===== src/gba_mem_pkg.sv =====
/* Memory controller shared types */

`default_nettype none

package gba_mem_pkg;

    // Bus data path widths
    localparam int DATA_W = 32;
    localparam int BE_W = 4;
    localparam int BYTE_W = DATA_W / BE_W;

    // Number of RAM regions behind the bus port
    localparam int NUM_BANKS = 4;

    // Region code taken from address bits 31:24
    typedef logic [7:0] region_t;

    // Access size, data is little endian
    typedef enum logic [1:0] {
        SIZE_BYTE = 2'd0,
        SIZE_HALF = 2'd1,
        SIZE_WORD = 2'd2
    } mem_size_t;

    // Decoded view of a bus address
    typedef struct packed {
        region_t     region;
        logic [23:0] offset;
    } addr_fields_t;

    // Flat word as seen on the bus, or region plus offset
    typedef union packed {
        logic [31:0]  word;
        addr_fields_t f;
    } bus_addr_t;

    // Region code served by each bank
    // 0x03 internal RAM, 0x05 palette, 0x06 VRAM, 0x07 OAM
    localparam region_t BANK_REGION [NUM_BANKS] = '{
        8'h03,
        8'h05,
        8'h06,
        8'h07
    };

endpackage : gba_mem_pkg

`default_nettype wire


===== src/read_select.sv =====
/* Bus read data select */

`timescale 1ns/10ps
`default_nettype none

module read_select
    import gba_mem_pkg::*;
(
    input  logic [NUM_BANKS-1:0] hit,
    input  logic [DATA_W-1:0]    bank_rdata [NUM_BANKS],
    output logic [DATA_W-1:0]    rdata
);

    // Unmapped regions read as zero
    always_comb begin
        rdata = '0;
        for (int i = 0; i < NUM_BANKS; i++) begin
            if (hit[i]) begin
                rdata = bank_rdata[i];
            end
        end
    end

    // Region codes are distinct, so banks never claim the same read
    always_comb begin
        hit_onehot: assert final ($onehot0(hit))
            else $error("more than one bank hit");
    end

endmodule : read_select

`default_nettype wire


===== config.mk =====
export PLATFORM = sky130hd
export DESIGN_NAME = read_select
export DESIGN_NICKNAME = d
export VERILOG_FILES = /design/src/gba_mem_pkg.sv /design/src/read_select.sv
export SDC_FILE = /design/constraint.sdc
export NUM_CORES = 1
export LEC_CHECK = 0
export ABC_AREA = 1
export BUFFER_PORTS_ARGS = -buffer_cell sky130_fd_sc_hd__clkbuf_2
export CAP_MARGIN = 20
export CORE_UTILIZATION = 32
export DETAILED_ROUTE_END_ITERATION = 10
export GPL_ROUTABILITY_DRIVEN = 0
export PLACE_DENSITY = 0.82
export SLEW_MARGIN = 15
export SYNTH_ARGS = -nofsm -noshare
export SYNTH_HDL_FRONTEND = slang
export SYNTH_SLANG_ARGS = --single-unit

===== constraint.sdc =====
create_clock -name vclk -period 0.8
set_input_delay 0.08 -clock vclk [all_inputs]
set_output_delay 0.08 -clock vclk [all_outputs]
set_load 0.01 [all_outputs]

# Word-level counts from Yosys, hierarchy flattened
# Cells that the tools add are included.
[word_totals] mem_bits_rw=0 romBits=0 ff_bits=0 word_cells=4 out_inout_bits=32 memories=0 input_bits=132 latch_bits=0
[op_classes] magnitude_cmp=0 bitwise_logic=0 reduce_logical=0 mul=0 addsub=0 eq_ne=0 mux=4 div=0 shift=0
[op_table] operator="32-bit two-way mux" count=4

# Longest topological paths before layout
[depth] depth_word=4 mapped_depth=7 depth_no_buf=5

# Worst setup path after synthesis
# Ideal clock, no wire load.
[synth_path] path_kind="input port to output port" start="in hit[3]" end="out rdata[23]" arrival_ns=0.638 required_time_ns=0.720 stages=5 path_slack_ns=0.082 path_buffers=2 path_cell_list="buf_2 > buf_2 > a21oi_1 > nand2_1 > nand2_1"
[synth_via] elab_chain_cells=1
[synth_lines] element="start: declaration" line_no="read_select.sv:9" rtl="input logic [NUM_BANKS-1:0] hit,"
[synth_lines] element="32-bit two-way mux" line_no="read_select.sv:18" rtl="if (hit[i]) begin"
[synth_lines] element="end: declaration" line_no="read_select.sv:11" rtl="output logic [DATA_W-1:0] rdata"
# Every way passes these cells.

# Worst setup path in the final report
[layout_path] start="in hit[2]" end="out rdata[9]"
[layout_via] elab_chain_cells=2
[layout_lines] element="32-bit two-way mux (2 in a row)" line_no="read_select.sv:18"
# Every way passes these cells.

==> reports/results.txt <==
The flow ran to the end, but the final reports show violations. The checks that failed: setup timing. The wire length after detailed routing was 5.632 mm; the switching portion of total power was 49.46%. The core occupancy in the finished layout is 64.12%, and the maximum vdd ir drop is 0.3597 mV. The run gives 32 as the final number of setup-violating endpoints. The minimum period implied by the final worst setup slack is 0.8887 ns, and the number of antenna violations at the first check in global routing is 0.

The distinct cell type count after synthesis was 11. For the pin with the worst max-slew slack, the measured transition is 0.1757 ns. In the post-synthesis netlist, the cell with the most instances is sky130_fd_sc_hd__nand2_1. The internal power consumption is 741.3 uW, and the floorplan die height is 68.35 um. Dividing the detail-routed wire length by the instance count gives 11.54 um. The first global-routing pass estimated 8.073 mm of wire. The violation count after the first detailed-route iteration is 64, and the final global-route overflow total is 0.

In the global route stage, overall resource usage came out at 22.04%. The net count after synthesis was 413; the share of Yosys cell area claimed by the top area cell type was 34.10%. The data arrival time of the worst path is 0.81 ns. For the switching component of the power, the log shows 725.6 uW.

The combinational group share of total power was 100.0%. The total standard cell area after synthesis was 1409 sq um. Ranked by instance count, the synthesized netlist is headed by 128 x sky130_fd_sc_hd__nand2_1, 47 x sky130_fd_sc_hd__a21oi_1, 32 x sky130_fd_sc_hd__inv_1, 22 x sky130_fd_sc_hd__nand3_1, 17 x sky130_fd_sc_hd__a21oi_2.

Sequential share of the synthesized area: 0%. For this design the top-level I/O count stands at 164. Yosys printed 0 warnings.

A synthesized cell averages 5.014 sq um. After detailed placement, the design holds a cell count of 481. The detail route stage leaves a number of antenna-violating nets equal to 0. Along the worst path, the maximum fanout reaches 16.

The run gives 0 sq um as the register cell area after layout. The worst hold path belongs to the class primary input to output port. From synthesis to final layout, the design area changed by 87.30%. For the max-slew violation count, the log shows 0.

The number of setup buffers added after CTS is 0. Fill cells in the final layout number 386. The power after layout was 1467 uW.

The worst pin sits at a relative slew slack of 88.29%. The count of cells in the finished layout, fillers not included, comes to 488. The half-perimeter wire length of the detailed placement result is 4.019 mm. Dividing total power by cell area gives a power density of 555.9 nW/um^2. The clock buffers instantiated in the layout total 0.

For this run, the top clock speed supported by timing is 1.125 GHz. The clock network is responsible for 0% of the overall power. The final setup slack of the worst path was -0.08871 ns; the number of buffers inserted by port buffering was 164. The tools report the final non-filler cell area as 2639 sq um. Entering global routing, the biggest net connects 35 pins.

The category of the critical setup timing path was primary input to output port. Setup repair after global routing could not meet its margin everywhere. The tools report the number of hold violations in the final report as 0.

The standard cell core area was 4115 sq um. The logs give 4672 sq um for the overall die area and 0.001577 uW for the cell leakage power. The via count of the first global-routing pass is 1,934, and the antenna diode count is 0. Summed over all instances, the cell type with the most area after synthesis is sky130_fd_sc_hd__nand2_1. The total of max-cap violations was 0; the row count was 23. Measured along the x axis, the die boundary spans 68.35 um.

Summing all placed instances gives a cell area of 2252 sq um. The worst path uses 111.1% of the clock period. The mean number of vias per cell came out at 4.713. The routed layout has 2,300 vias. The worst setup path is captured at an output port. Yosys attributes the largest share of cell area to sky130_fd_sc_hd__nand2_1 34%, sky130_fd_sc_hd__a21oi_1 17%, sky130_fd_sc_hd__a21oi_2 11%, sky130_fd_sc_hd__inv_1 8.5%, sky130_fd_sc_hd__buf_6 8.0%. Data on the critical path is required at its endpoint by 0.72 ns. The biggest cell delay along the critical path was 0.17 ns. The number of detailed-route iterations in the first pass is 3. The critical path goes through clkbuf_16 -> buf_16 -> a21oi_2 -> nand2_1 -> nand2_1 -> nand2_1 -> clkbuf_2.

The share of layout cells above drive strength 1 was 55.25%. For this design, the slowest cell found on the critical path is sky130_fd_sc_hd__buf_16. The tools report the worst hold margin as 0.4409 ns. The worst setup path is launched from a primary input.

The tools report the total number of sequential cells as 0. Cell type with the highest occurrence count on the critical path: sky130_fd_sc_hd__nand2_1. In the routed design, unresolved DRC markers number 0.

After the last flow step, the layout net total stands at 572. For this configuration, the core starts out at a cell density of 34.24%. The gate count after technology mapping is 281, and the share of power burned in registers is 0%.
==> timing repair <==
| item | CTS | global route |
|---|---|---|
| endpoints found under the setup margin | 32 | 32 |
| gates cloned | 6 | 1 |
| pin swaps | 0 | 2 |
| resized for setup | 36 | 23 |
| hold buffers | 0 | 0 |
==> cells by family (layout without fill, tap and decap cells) <==
logic type,count (synthesis),count (layout),share of synthesized area (%)
AND/OR/NAND/NOR,160,160,49.02
AO/OA/AOI/OAI,64,64,27.26
buffers and inverters,57,214,23.71
==> metrics by stage <==
| step | setup WS (ns) | setup TNS (ns) |
|---|---|---|
| floorplan | 0.08161 | 0 |
| global placement | -0.1607 | -4.142 |
| detailed placement | -0.1856 | -4.555 |
| CTS | -0.06816 | -1.923 |
| global route | -0.1666 | -3.871 |
| finish | -0.08871 | -2.070 |
==> power groups by stage <==
stage | Sequential, uW | Clock, uW | Combinational [uW]
floorplan | 0 | 0 | 674
global placement | 0 | 0 | 1210
detailed placement | 0 | 0 | 1220
CTS | 0 | 0 | 1400
global route | 0 | 0 | 1610
finish | 0 | 0 | 1470
==> worst paths after layout <==
kind	start	to	slack, ns	depth (start not counted)
min	bank_rdata[21]	rdata[21]	0.44	4
max	hit[2]	rdata[9]	-0.09	7
==> placed cells by master, fill, tap and decap left out <==
cell type and instances:
sky130_fd_sc_hd__nand3_1 22, sky130_fd_sc_hd__a21oi_4 3, sky130_fd_sc_hd__buf_8 1, sky130_fd_sc_hd__inv_8 1
sky130_fd_sc_hd__buf_4 1, sky130_fd_sc_hd__clkbuf_16 3, sky130_fd_sc_hd__nand3_2 10, sky130_fd_sc_hd__a21oi_2 47
sky130_fd_sc_hd__inv_1 32, sky130_fd_sc_hd__inv_6 1, sky130_fd_sc_hd__buf_12 8, sky130_fd_sc_hd__clkbuf_2 157
sky130_fd_sc_hd__a21oi_1 14, sky130_fd_sc_hd__nand2_1 128, sky130_fd_sc_hd__buf_16 5, sky130_fd_sc_hd__clkbuf_8 1
sky130_fd_sc_hd__buf_2 4
==> per-layer routing <==
metal / track usage, % / wire length, um / up-vias / part of all wire [%]
met4: 5.990 / 112 / 0 / 2.0
met5: 0 / 0 / - / 0
met1: 23.14 / 2136 / 987 / 38
met3: 2.833 / 378 / 14 / 6.7
met2: 44.49 / 3004 / 98 / 53
li1: - / - / 1201 / -
==> layout make-up <==
| class | count | area [sq um] | area share, % |
|---|---|---|---|
| timing repair buffer | 180 | 1215 | 46.04 |
| inverter | 33 | 131.4 | 4.979 |
| tap | 50 | 62.56 | 2.371 |
| timing repair inverter | 1 | 8.758 | 0.3319 |
| multi-input combinational | 224 | 1221 | 46.28 |
==> critical path, delay by kind of cell <==
family | cells | cell delay, ns
buffers and inverters | 3 | 0.45
and+or+nand+nor | 3 | 0.17
AOI/OAI and AO/OA | 1 | 0.11
Note: power is estimated with default switching activity, not from simulation.
