--- src/gba_mem_pkg.sv ---
/* Memory controller shared types */

`default_nettype none

package gba_mem_pkg;

    // Bus data path widths
    localparam int DATA_W = 32;
    localparam int BE_W = 4;
    localparam int BYTE_W = DATA_W / BE_W;

    // Number of RAM regions behind the bus port
    localparam int NUM_BANKS = 4;

    // Region code taken from address bits 31:24
    typedef logic [7:0] region_t;

    // Access size, data is little endian
    typedef enum logic [1:0] {
        SIZE_BYTE = 2'd0,
        SIZE_HALF = 2'd1,
        SIZE_WORD = 2'd2
    } mem_size_t;

    // Decoded view of a bus address
    typedef struct packed {
        region_t     region;
        logic [23:0] offset;
    } addr_fields_t;

    // Flat word as seen on the bus, or region plus offset
    typedef union packed {
        logic [31:0]  word;
        addr_fields_t f;
    } bus_addr_t;

    // Region code served by each bank
    // 0x03 internal RAM, 0x05 palette, 0x06 VRAM, 0x07 OAM
    localparam region_t BANK_REGION [NUM_BANKS] = '{
        8'h03,
        8'h05,
        8'h06,
        8'h07
    };

endpackage : gba_mem_pkg

`default_nettype wire

--- src/bank_access_if.sv ---
/* Committed bank access */

`timescale 1ns/10ps
`default_nettype none

interface bank_access_if
    import gba_mem_pkg::*;
#(
    parameter int BANK_ADDR_W = 10
) ();

    // Word index on the RAM bus port
    logic [BANK_ADDR_W-1:0] index;
    // Region of the access being presented
    region_t                region;
    logic [DATA_W-1:0]      wdata;
    // Nonzero only in the commit cycle
    logic [BE_W-1:0]        byte_we;

    modport front (
        output index,
        output region,
        output wdata,
        output byte_we
    );

    modport bank (
        input index,
        input region,
        input wdata,
        input byte_we
    );

endinterface : bank_access_if

`default_nettype wire

--- src/bus_front_end.sv ---
/* Bus write latch and byte enables */

`timescale 1ns/10ps
`default_nettype none

module bus_front_end
    import gba_mem_pkg::*;
#(
    parameter int BANK_ADDR_W = 10
) (
    input  logic              clock,
    input  logic              reset,
    input  logic [DATA_W-1:0] addr,
    input  logic [DATA_W-1:0] wdata,
    input  mem_size_t         size,
    input  logic              write,
    output logic              bus_pause,
    bank_access_if.front      acc
);

    bus_addr_t         addr_live;
    bus_addr_t         addr_q;
    logic [DATA_W-1:0] wdata_q;
    mem_size_t         size_q;
    logic [BE_W-1:0]   byte_sel;

    assign addr_live.word = addr;

    // Access captured every cycle, used one cycle later on a write
    always_ff @(posedge clock) begin
        addr_q.word <= addr;
        wdata_q     <= wdata;
        size_q      <= size;
    end

    // Pause for one cycle per write, the commit happens at its end
    always_ff @(posedge clock or posedge reset) begin
        if (reset) begin
            bus_pause <= 1'b0;
        end else begin
            bus_pause <= write & ~bus_pause;
        end
    end

    // Latched address during commit, live address for reads
    always_comb begin
        if (bus_pause) begin
            acc.index  = addr_q.f.offset[BANK_ADDR_W+1:2];
            acc.region = addr_q.f.region;
        end else begin
            acc.index  = addr_live.f.offset[BANK_ADDR_W+1:2];
            acc.region = addr_live.f.region;
        end
    end

    assign acc.wdata = wdata_q;

    // Lanes touched by the latched size and low offset bits
    always_comb begin
        byte_sel = '0;
        case (size_q)
            SIZE_BYTE: begin
                byte_sel[addr_q.f.offset[1:0]] = 1'b1;
            end
            SIZE_HALF: begin
                if (addr_q.f.offset[1]) begin
                    byte_sel = 4'b1100;
                end else begin
                    byte_sel = 4'b0011;
                end
            end
            SIZE_WORD: begin
                byte_sel = 4'b1111;
            end
            default: begin
                byte_sel = '0;
            end
        endcase
    end

    assign acc.byte_we = bus_pause ? byte_sel : '0;

    // A write pauses the bus for exactly one cycle
    pause_single_cycle: assert property (
        @(posedge clock) disable iff (reset)
        bus_pause |=> !bus_pause
    ) else $error("bus_pause held for two cycles");

endmodule : bus_front_end

`default_nettype wire

--- src/flat_wrapper.sv ---
// flat-port wrapper written by rule: the top's interface ports become plain ports
module bus_front_end_flat import gba_mem_pkg::*;
#(
    parameter int BANK_ADDR_W = 10
)
  (clock, reset, addr, wdata, size, write, bus_pause, acc_index, acc_region, acc_wdata, acc_byte_we);
  bank_access_if #(.BANK_ADDR_W(BANK_ADDR_W)) acc_i ();
  input  logic clock;
  input  logic reset;
  input  logic [DATA_W-1:0] addr;
  input  logic [DATA_W-1:0] wdata;
  input  mem_size_t size;
  input  logic write;
  output logic bus_pause;
  output wire logic [$bits(acc_i.index)-1:0] acc_index;
  output wire logic [$bits(acc_i.region)-1:0] acc_region;
  output wire logic [$bits(acc_i.wdata)-1:0] acc_wdata;
  output wire logic [$bits(acc_i.byte_we)-1:0] acc_byte_we;
  assign acc_index = acc_i.index;
  assign acc_region = acc_i.region;
  assign acc_wdata = acc_i.wdata;
  assign acc_byte_we = acc_i.byte_we;
  bus_front_end #(.BANK_ADDR_W(BANK_ADDR_W)) u_core (.clock(clock), .reset(reset), .addr(addr), .wdata(wdata), .size(size), .write(write), .bus_pause(bus_pause), .acc(acc_i));
endmodule
--- config.mk ---
export PLATFORM = sky130hd
export DESIGN_NAME = bus_front_end_flat
export DESIGN_NICKNAME = d
export VERILOG_FILES = /design/src/gba_mem_pkg.sv /design/src/bank_access_if.sv /design/src/bus_front_end.sv /design/src/flat_wrapper.sv
export SDC_FILE = /design/constraint.sdc
export NUM_CORES = 1
export LEC_CHECK = 0
export ABC_AREA = 1
export BUFFER_PORTS_ARGS = -buffer_cell sky130_fd_sc_hd__clkbuf_2
export CAP_MARGIN = 20
export CORE_UTILIZATION = 35
export DETAILED_ROUTE_END_ITERATION = 6
export GPL_ROUTABILITY_DRIVEN = 0
export GPL_TIMING_DRIVEN = 0
export PLACE_DENSITY = 0.79
export SYNTH_ARGS = -nofsm -noshare
export SYNTH_HDL_FRONTEND = slang
export SYNTH_SLANG_ARGS = --single-unit
--- constraint.sdc ---
create_clock -name clock -period 1.3 [get_ports clock]
set_input_delay 0.13 -clock clock [delete_from_list [all_inputs] [get_ports clock]]
set_output_delay 0.13 -clock clock [all_outputs]
set_load 0.005 [all_outputs]
* After elaboration in Yosys (flattened, before gate mapping)
Cells that the tools add are included.
Operators by class: add/subtract/negate cells 0, multiply operators 0, div/mod/pow operators 0, $lt $le $gt $ge 2, eq/ne operators 2, shifts and indexed selects 0, multiplexer cells 7, bitwise gates (word level) 2, reduce and logical (&&, ||, !) cells 2
Operator list (count):
- $pmux W4 S3 | 1
- $mux W10 | 1
- $mux W4 | 2
- $mux W8 | 1
- $lt A2 B3 Y1 const B | 1
- $demux W1 S2 | 1
- $eq A2 B1 Y1 const B | 1
- $eq A2 B2 Y1 const B | 1
- $ge A2 B1 Y1 const B | 1
- $logic_not A2 Y1 | 1
- $and A1 B1 Y1 | 1
- $logic_and A1 B1 Y1 | 1
- $mux W1 | 1
- $not A1 Y1 | 1
Storage, ports and cells: register bits after elaboration 67, bits in latches 0, bits in writable memories 0, memory bits (read-only) 0, input port bits 69, output and inout port bits 55, word-level logic and storage cells 19, memories 0

* Logic depth before layout (Yosys ltp)
Gate-level depths: netlist of the first run.
depth in word-level cells 6, depth in mapped cells 5

* Least setup slack after synthesis of the first run
OpenSTA, ideal clock, no wires.
kind register -> output, from reg u_core.bus_pause, to out acc_index[0], arrival 0.756 ns, required time 1.170 ns, slack 0.414 ns, stages on the path, launching flop included 5, path through dfrtp_1 inv_2 buf_2 nand2_1 nand2_1
On the way: cells in the longest elaborated chain, start to end 1
Ends and longest elaborated chain:
- from (decl) | RTL line bus_front_end.sv:17 | output logic bus_pause,
- from (signal assigned) | RTL line bus_front_end.sv:41 | bus_pause <= write & ~bus_pause;
- $mux W10 | RTL line bus_front_end.sv:47 | if (bus_pause) begin
- to (decl) | RTL line flat_wrapper.sv:15 | output wire logic [$bits(acc_i.index)-1:0] acc_index;
Every way passes these cells.

* Final worst setup path of the first run
from reg u_core.bus_pause, to out acc_index[4]
Same word-level chain as after synthesis.

==> impl_metrics.toml, run 1 <==
[job]
cap_violations = 0

[timing]
finalHoldViolCount = 0
final-setup-viol-count = 19
finClkSkew_ns = 0
worst_slew_pin_slew_ns = 0.1530
drv_slew = 0
fin_ws_ns = -0.07372
maxSlewHeadroom_pct = 89.80
fmax_mhz = 728.0
fin_setup_tns_ns = -0.7846
rsz0062_at_grt = "true"
min_period_over_period_pct = 105.7
min_period_ns = 1.374

[clocking]
cts_sinks = 55
cts_tree = "built"
clockBufferDepth = 2
cts_buffers = 5
clkLatencyLatePin_ns = 0.29
post-cts-setup-buffer-count = 0
cts_root_buf = "clkbuf_8"
cts.clk_slew.worst_paths_ns = 0.09
htreeDepth = 2

[global_routing]
grt_overflow = 0
gr-usage-met1_pct = 19.68
antenna_found_initial = 0
busiest_layer = "met2"
use_met2_pct = 39.90
grt_max_degree = 18
grt_pass1_vias = 1583
grt_use_total_pct = 21.49
met3_usage_pct = 9.247
grt_pass1_wl_mm = 6.893

[finish]
final_design_area_no_fill_um2 = 2806
synthToLayoutAreaGrowth_pct = 92.04
num-nets-final = 390
drive_above_1_share_pct = 43.79
num_antenna_cells = 0
fillers = 282

[placement]
placed_area_um2 = 2079
io_buffers = 111
hpwl_mm = 2.508
dp_worst_setup_slack_ns = 0.1865

[critical_path]
crit_buf_inv = 3
crit_arrival_ns = 1.24
r2r-start = "u_core.bus_pause"
reg2reg_slack_ns = 0.51
critPathRequiredTime_ns = 1.17
crit_path_end_kind = "output port"
cp-start-kind = "flip-flop"
crit_family = "flip-flops"
ff2ff_path_depth = 2
path_cells = "inv_2, buf_6, nand2_2, nand2_1, buf_2"
reg2reg_to = "u_core.bus_pause"
crit_path_max_incr_delay_ns = 0.43
slowest_stage = "dfrtp_1"
cp_max_fo = 5
path_class = "reg -> out"

[route]
drt_iter0_drc = 30
via_per_inst = 4.228
vias = 1573
wl_per_cell_um = 12.75
ant_nets = 0
drc = 0
routed_wl_mm = 4.743
drtPass1Iterations = 6

[floorplanning]
initial_core_util_pct = 36.53
coreArea_um2 = 4000
die_h_um = 66.62
design.die.area_um2 = 4438
io_pins = 124
fp-row-count = 23
die_w_um = 66.62

[pwr]
power.density_nw_per_um2 = 1158
leakagePower_nw = 1.498
ir_drop_mv = 1.178

[synth]
synth_cell_types = 10
synth_nets = 214
yosys.cell_count.top_type = "nand2_1"
synthCells = 145
ys_top_cells_by_area = "dfxtp_1 (74%), nand2_1 (16%), nor2_1 (3.1%)"
synth-seq-area-share_pct = 75.68
synth_top_cells_by_count = "nand2_1 (62), dfxtp_1 (54), nor2_1 (12), inv_1 (4), inv_2 (4)"
yosysWarnings = 0
synthesis.area_per_instance_um2 = 10.08
yosys_most_used_dff = "dfxtp_1"
synth_edf_count = 0
async_flop_share_pct = 1.818
syn_area_um2 = 1461
yosysTopAreaCell = "dfxtp_1"
synth-seq-cells = 55
synth_top_area_share_pct = 73.97

[min_path]
hp-class = "in -> async"

[status]
violations = "setup timing"
status = "complete, but fails checks"
==> flip-flops by register name, indices dropped and copies added (netlist names) <==
name	cells
u_core.addr_q	20
u_core.size_q	2
u_core.acc.wdata	32
u_core.bus_pause	1
==> layout make-up <==
type / instances / area (um^2) / area share (%)
Timing Repair Buffer: 169 / 1144 / 40.75
Sequential cell: 55 / 1107 / 39.46
Multi-Input combinational cell: 78 / 336.6 / 11.99
Clock buffer: 6 / 72.57 / 2.586
Tap cell: 50 / 62.56 / 2.229
Buffer: 4 / 37.54 / 1.337
Inverter: 8 / 30.03 / 1.070
Clock inverter: 2 / 16.27 / 0.5796
==> cells by family (layout without fill, tap and decap cells) <==
| family | count (synthesis) | in the layout | share of synthesized area, % |
|---|---|---|---|
| buffers and inverters | 12 | 189 | 3.852 |
| DFF | 55 | 55 | 75.68 |
| and+or+nand+nor | 78 | 78 | 20.46 |
==> worst max path at each step <==
stage	cells past startpoint	to	slack, ns	start
2_1_floorplan	4	acc_index[0]	0.41	u_core.bus_pause
3_3_place_gp	5	acc_index[5]	0.20	u_core.bus_pause
3_5_place_dp	5	acc_index[5]	0.19	u_core.bus_pause
4_1_cts	5	acc_index[4]	-0.05	u_core.bus_pause
5_1_grt	5	acc_region[0]	-0.14	u_core.bus_pause
6_report	5	acc_index[4]	-0.07	u_core.bus_pause
==> metal layers <==
metal | routed length [um] | part of all wire, %
met1 | 1723 | 36
met3 | 439 | 9.3
met4 | 148 | 3.1
met5 | 0 | 0
met2 | 2432 | 51
==> layout by cell type (no fill, tap or decap) <==
master | Yosys | final
nand2_1 | 62 | 51
dlygate4sd3_1 | 0 | 56
dfxtp_2 | 0 | 1
dfrtp_1 | 1 | 1
nor2_1 | 12 | 12
inv_1 | 4 | 4
nand2_4 | 0 | 2
buf_6 | 1 | 4
nand3_1 | 3 | 3
buf_4 | 0 | 4
inv_6 | 0 | 1
dfxtp_1 | 54 | 53
nand2_2 | 1 | 10
clkbuf_8 | 0 | 5
clkbuf_1 | 0 | 1
clkinvlp_4 | 0 | 1
clkbuf_2 | 0 | 101
inv_2 | 4 | 4
buf_2 | 3 | 8
==> tightest hold or removal path: stages <==
cell and delay, ns:
dlygate4sd3_1 0.54, clkbuf_2 0.10, inv_1 0.05
==> timing repair <==
action                     CTS  global route
hold buffers                56             0
hold endpoints to repair    56             0
pin swaps                    0             4
cloned                       0             2
setup endpoints to repair   19            22
gates resized for setup      6            25
==> report_power, final <==
group / switching (mW) / internal (mW)
combinational: 0.209 / 0.304
clock: 0.537 / 0.388
sequential: 0.0355 / 1.78
total: 0.781 / 2.47
==> metrics by stage <==
stage	utilization [%]	hold slack (ns)	power, mW	cells
after global routing	70.16	0.1913	3.385	372
after global placement	51.99	-0.05224	2.164	306
after floorplan	-	-0.1413	1.957	145
final	70.16	0.1963	3.249	372
after CTS	68.63	0.1883	3.221	370
after detailed placement	51.99	-0.05095	2.175	306
No activity file was read; power rests on OpenSTA's default activity.
==> run 2, diff against run 1 <==
Settings changed: CORE_ASPECT_RATIO set to 1.75.
==> run 2 against run 1 <==
The run still ends with setup timing left; register-to-register slack about the same; die area increased by 0.23%; critical path depth unchanged; total power decreased by 1.6%; clock power decreased by 2%; core utilization increased by 0.095 points; critical endpoint is now acc_region[7].
==> impl_metrics.toml, run 2 (synthesized netlist as in run 1, its figures left out) <==
[critical_path]
crit_path_max_incr_delay_ns = 0.43
slowest_stage = "dfrtp_1"
cp_max_fo = 10
path_cells = "inv_2, buf_6, nand2_1, nand2_1, clkbuf_2"
crit_family = "flip-flops"
cp-start-kind = "flip-flop"
path_class = "reg -> out"
crit_arrival_ns = 1.17
crit_buf_inv = 3
cp_common_cell = "nand2_1"
critPathRequiredTime_ns = 1.17
crit_path_end_kind = "output port"

[finish]
fillers = 286
num_antenna_cells = 0
final_design_area_no_fill_um2 = 2769
num-nets-final = 387
largest_register_ff_count = 32
layout_commonest_cell = "clkbuf_2"
synthToLayoutAreaGrowth_pct = 89.47
final_util_pct = 70.25
final_cell_mix = "clkbuf_2 (107), nand2_1 (60), dlygate4sd3_1 (55)"
drive_above_1_share_pct = 43.26

[floorplanning]
fp-row-count = 30
initial_core_util_pct = 37.08
die_h_um = 87.48
coreArea_um2 = 3941
design.die.area_um2 = 4448
io_pins = 124
die_w_um = 50.85

[clocking]
clockBufferDepth = 2
cts_root_buf = "clkbuf_8"
cts.clk_slew.worst_paths_ns = 0.09
clkLatencyLatePin_ns = 0.29
cts_tree = "built"
cts_sinks = 55
cts_buffers = 5
htreeDepth = 2

[route]
ant_nets = 0
wl_met3_um = 349
vias = 1532
drc = 0
routed_wl_mm = 4.304
met2WireLength_mm = 2.433
wl_per_cell_um = 11.73
drtPass1Iterations = 4
highest-signal-layer = "met4"
route.layer.met1.wl_mm = 1.414
drt_iter0_drc = 13
via_per_inst = 4.174

[timing]
finClkSkew_ns = 0
min_period_over_period_pct = 100.4
final-setup-viol-count = 1
worst_slew_pin_slew_ns = 0.1448
hold_ws_ns = 0.01782
fin_ws_ns = -0.004594
min_period_ns = 1.305
finalHoldViolCount = 0
rsz0062_at_grt = "true"
drv_slew = 0
maxSlewHeadroom_pct = 90.35
fmax_mhz = 766.5

[pwr]
leakagePower_nw = 1.477
ir_drop_mv = 1.299
power.density_nw_per_um2 = 1155

[global_routing]
grt_pass1_vias = 1625
grt_max_degree = 18
grt_overflow = 0
grt_use_total_pct = 21.43
grt_pass1_wl_mm = 6.934
antenna_found_initial = 0

[placement]
io_buffers = 111
hpwl_mm = 2.675
placed_area_um2 = 2077

[job]
cap_violations = 0

[status]
status = "complete, but fails checks"
violations = "setup timing"

[min_path]
hp-class = "in -> reg"
-- run 2: changes by cell type in the layout (fill, tap and decap cells not counted), moves of 4 or more --
cell	previous run	this run
buf_2	8	4
clkbuf_2	101	107
nand2_1	51	60
nand2_2	10	3
nor2_1	12	7
nor2_2	0	4
-- run 2: through the flow --
| step | instances | TNS, ns | setup WS, ns | total power [mW] |
|---|---|---|---|---|
| 5_1_grt | 367 | -1.642 | -0.1081 | 3.352 |
| 3_5_place_dp | 304 | 0 | 0.2288 | 2.174 |
| 4_1_cts | 367 | -0.1861 | -0.02526 | 3.224 |
| 3_3_place_gp | 304 | 0 | 0.2214 | 2.160 |
| 6_report | 367 | -0.004594 | -0.004594 | 3.198 |
| 2_1_floorplan | 145 | 0 | 0.4142 | 1.957 |
-- run 2: path summary, 6_finish.rpt --
path / startpoint / to / slack [ns] / cells past startpoint
worst max-delay path: u_core.bus_pause / acc_region[7] / -0.005 / 5
worst min-delay path: write / u_core.bus_pause / 0.02 / 3
worst max register to register: u_core.bus_pause / u_core.bus_pause / 0.52 / 2
worst min register to register: u_core.bus_pause / u_core.bus_pause / 0.69 / 2
max in group asynchronous: reset / u_core.bus_pause / 1.02 / 3
min in group asynchronous: reset / u_core.bus_pause / 0.19 / 3
-- run 2: layer usage --
| metal | track usage (%) | vias up |
|---|---|---|
| li1 | - | 776 |
| met3 | 7.504 | 12 |
| met2 | 41.82 | 69 |
| met1 | 19.25 | 675 |
| met4 | 8.333 | 0 |
| met5 | 0 | - |
-- run 2: tightest hold or removal path: cells and delay by family --
| kind | cells | cell delay [ns] |
|---|---|---|
| buffers and inverters | 2 | 0.12 |
| AND/OR/NAND/NOR | 1 | 0.03 |
-- run 2: what timing repair did --
action,in CTS,in global routing
pin swaps,0,3
cloned,0,0
buffers inserted,0,0
endpoints found under the setup margin,20,22
hold buffers,55,0
resized for setup,6,18
endpoints found under the hold margin,55,0
-- run 2: where the power goes --
part	leakage [nW]	switching [mW]	internal, mW
Clock	0.0418	0.523	0.388
Sequential	0.469	0.0368	1.77
Combinational	0.967	0.188	0.288
Total	1.48	0.748	2.45
-- run 2: cell type report --
class / instances / area, um^2 / area share [%]
repair buffers: 166 / 1106 / 39.95
flip-flops and latches: 55 / 1115 / 40.26
clock inverters: 2 / 16.27 / 0.5874
clock buffers: 6 / 72.57 / 2.621
plain buffers: 4 / 37.54 / 1.356
well taps: 48 / 60.06 / 2.169
multi-input cells: 78 / 326.6 / 11.79
inverters: 8 / 35.03 / 1.265
==> run 3, diff against run 2 <==
Clock period 1.3 ns to 1.45 ns, I/O delays scaled along.
==> run 3 against run 2 <==
The flow now finishes without violations; hold slack improved by 0.015 ns; highest routed layer unchanged; combinational power decreased by 12%; core utilization decreased by 1.0 points; clock skew unchanged; die area unchanged; worst setup slack improved by 0.14 ns; clock-buffer cell count unchanged; design area decreased by 1.5%; cell count unchanged; clock power decreased by 10%; non-clock buffer count unchanged; sequential power decreased by 10%.
==> impl_metrics.toml, run 3 (synthesized netlist as in run 1, its figures left out) <==
[critical_path]
crit_arrival_ns = 1.17
crit_path_end_kind = "output port"
r2r-start = "u_core.bus_pause"
crit_start = "u_core.addr_q[1]"
cp_max_fo = 5
path_class = "reg -> out"
critPathRequiredTime_ns = 1.31
cp-start-kind = "flip-flop"

[timing]
min_period_over_period_pct = 90.95
drv_slew = 0
finClkSkew_ns = 0
min_period_ns = 1.319
finalHoldViolCount = 0
maxSlewHeadroom_pct = 87.64
final-setup-viol-count = 0
fin_ws_ns = 0.1313
fin_setup_tns_ns = 0
worst_slew_pin_slew_ns = 0.1852
fmax_mhz = 758.3
rsz0062_at_grt = "false"

[clocking]
cts_tree = "built"
clkLatencyLatePin_ns = 0.29
cts.clk_slew.worst_paths_ns = 0.10
cts_sinks = 55
cts_buffers = 5
clockBufferDepth = 2
post-cts-setup-buffer-count = 0
cts_root_buf = "clkbuf_8"
htreeDepth = 2

[job]
cap_violations = 0

[global_routing]
grt_pass1_wl_mm = 6.920
grt_overflow = 0
grt_pass1_vias = 1622
grt_use_total_pct = 21.40
antenna_found_initial = 0
grt_max_degree = 18

[floorplanning]
io_pins = 124
initial_core_util_pct = 37.08
coreArea_um2 = 3941
design.die.area_um2 = 4448
fp-row-count = 30
die_w_um = 50.85
die_h_um = 87.48

[finish]
multi_input_comb_area_um2 = 299.0
fillers = 295
layout_commonest_cell = "clkbuf_2"
num-nets-final = 387
fin_cells = 367
synthToLayoutAreaGrowth_pct = 86.64
drive_above_1_share_pct = 39.81
final_util_pct = 69.21
num_antenna_cells = 0
final_cell_mix = "clkbuf_2 (111), nand2_1 (62), dlygate4sd3_1 (55)"
seq_area_um2 = 1106
largest_register_ff_count = 32

[route]
ant_nets = 0
drtPass1Iterations = 4
via_per_inst = 4.153
wl_per_cell_um = 11.55
routed_wl_mm = 4.238
vias = 1524
drc = 0
drt_iter0_drc = 13

[status]
status = "finished clean"

[pwr]
finalPower_mw = 2.856
leakagePower_nw = 1.474
power.density_nw_per_um2 = 1047
ir_drop_mv = 1.163
pwr-share-clk_pct = 28.6
pwr-share-comb_pct = 14.6
swShare_pct = 23.21
power.switching_uw = 663.0
seqPwrFrac_pct = 56.8
internal_power_mw = 2.193

[placement]
dp_worst_setup_slack_ns = 0.3638
io_buffers = 111
dp.cells = 304
hpwl_mm = 2.675

[min_path]
hp-class = "in -> reg"
hold_start = "write"
-- run 3: cell count changes in the layout (fill, tap and decap cells not counted), moves of 2 or more --
cell      delta
inv_4        -2
buf_4        -2
nor2_2       -4
dfxtp_1      +3
buf_2        -4
inv_2        +2
nand2_2      -2
dfxtp_4      -2
clkbuf_2     +4
nand2_1      +2
clkbuf_4     +2
nor2_1       +5
-- run 3: power by group through the flow --
stage	clock network [mW]	registers [mW]	logic, mW
after CTS	0.853	1.62	0.411
after global placement	0	1.65	0.286
final	0.816	1.62	0.418
after detailed placement	0	1.66	0.293
after floorplan	0	1.66	0.0959
after global routing	0.900	1.63	0.465
-- run 3: final timing paths --
check | endpoint | slack, ns | cells past startpoint
max | acc_byte_we[1] | 0.13 | 6
min | u_core.bus_pause | 0.03 | 3
max reg2reg | u_core.bus_pause | 0.65 | 2
min reg2reg | u_core.bus_pause | 0.72 | 2
max in group asynchronous | u_core.bus_pause | 1.16 | 3
min in group asynchronous | u_core.bus_pause | 0.21 | 3
-- run 3: per-stage QoR --
step / hold slack (ns) / area (um^2)
2_1_floorplan: -0.1263 / 1461
3_3_place_gp: -0.03001 / 2077
3_5_place_dp: -0.03387 / 2077
4_1_cts: 0.01889 / 2716
5_1_grt: 0.01581 / 2728
6_report: 0.03324 / 2728
-- run 3: cell type report --
cell class | instances | share of cell area [%]
Timing Repair Buffer | 166 | 40.55
Multi-Input combinational cell | 78 | 10.96
Sequential cell | 55 | 40.55
Tap cell | 48 | 2.202
Buffer | 4 | 1.376
Clock inverter | 2 | 0.5963
Clock buffer | 6 | 2.661
Inverter | 8 | 1.101
-- run 3: per-layer routing --
| metal | global-route usage [%] | vias up | wire (um) |
|---|---|---|---|
| met4 | 8.333 | 0 | 107 |
| met3 | 7.504 | 12 | 339 |
| met5 | 0 | - | 0 |
| li1 | - | 776 | - |
| met2 | 41.82 | 67 | 2378 |
| met1 | 19.14 | 669 | 1413 |
-- run 3: critical path, stage by stage, from the launching register on --
cell,delay [ns]
dfxtp_1,0.43
inv_2,0.05
nand3_1,0.10
nand2_1,0.06
nor2_1,0.09
nor2_1,0.04
clkbuf_2,0.10
-- run 3: repair_timing --
| action | CTS | global route |
|---|---|---|
| setup endpoints to repair | 0 | 12 |
| hold buffers | 55 | 0 |
| gates resized for setup | 0 | 5 |
| hold endpoints to repair | 55 | 0 |
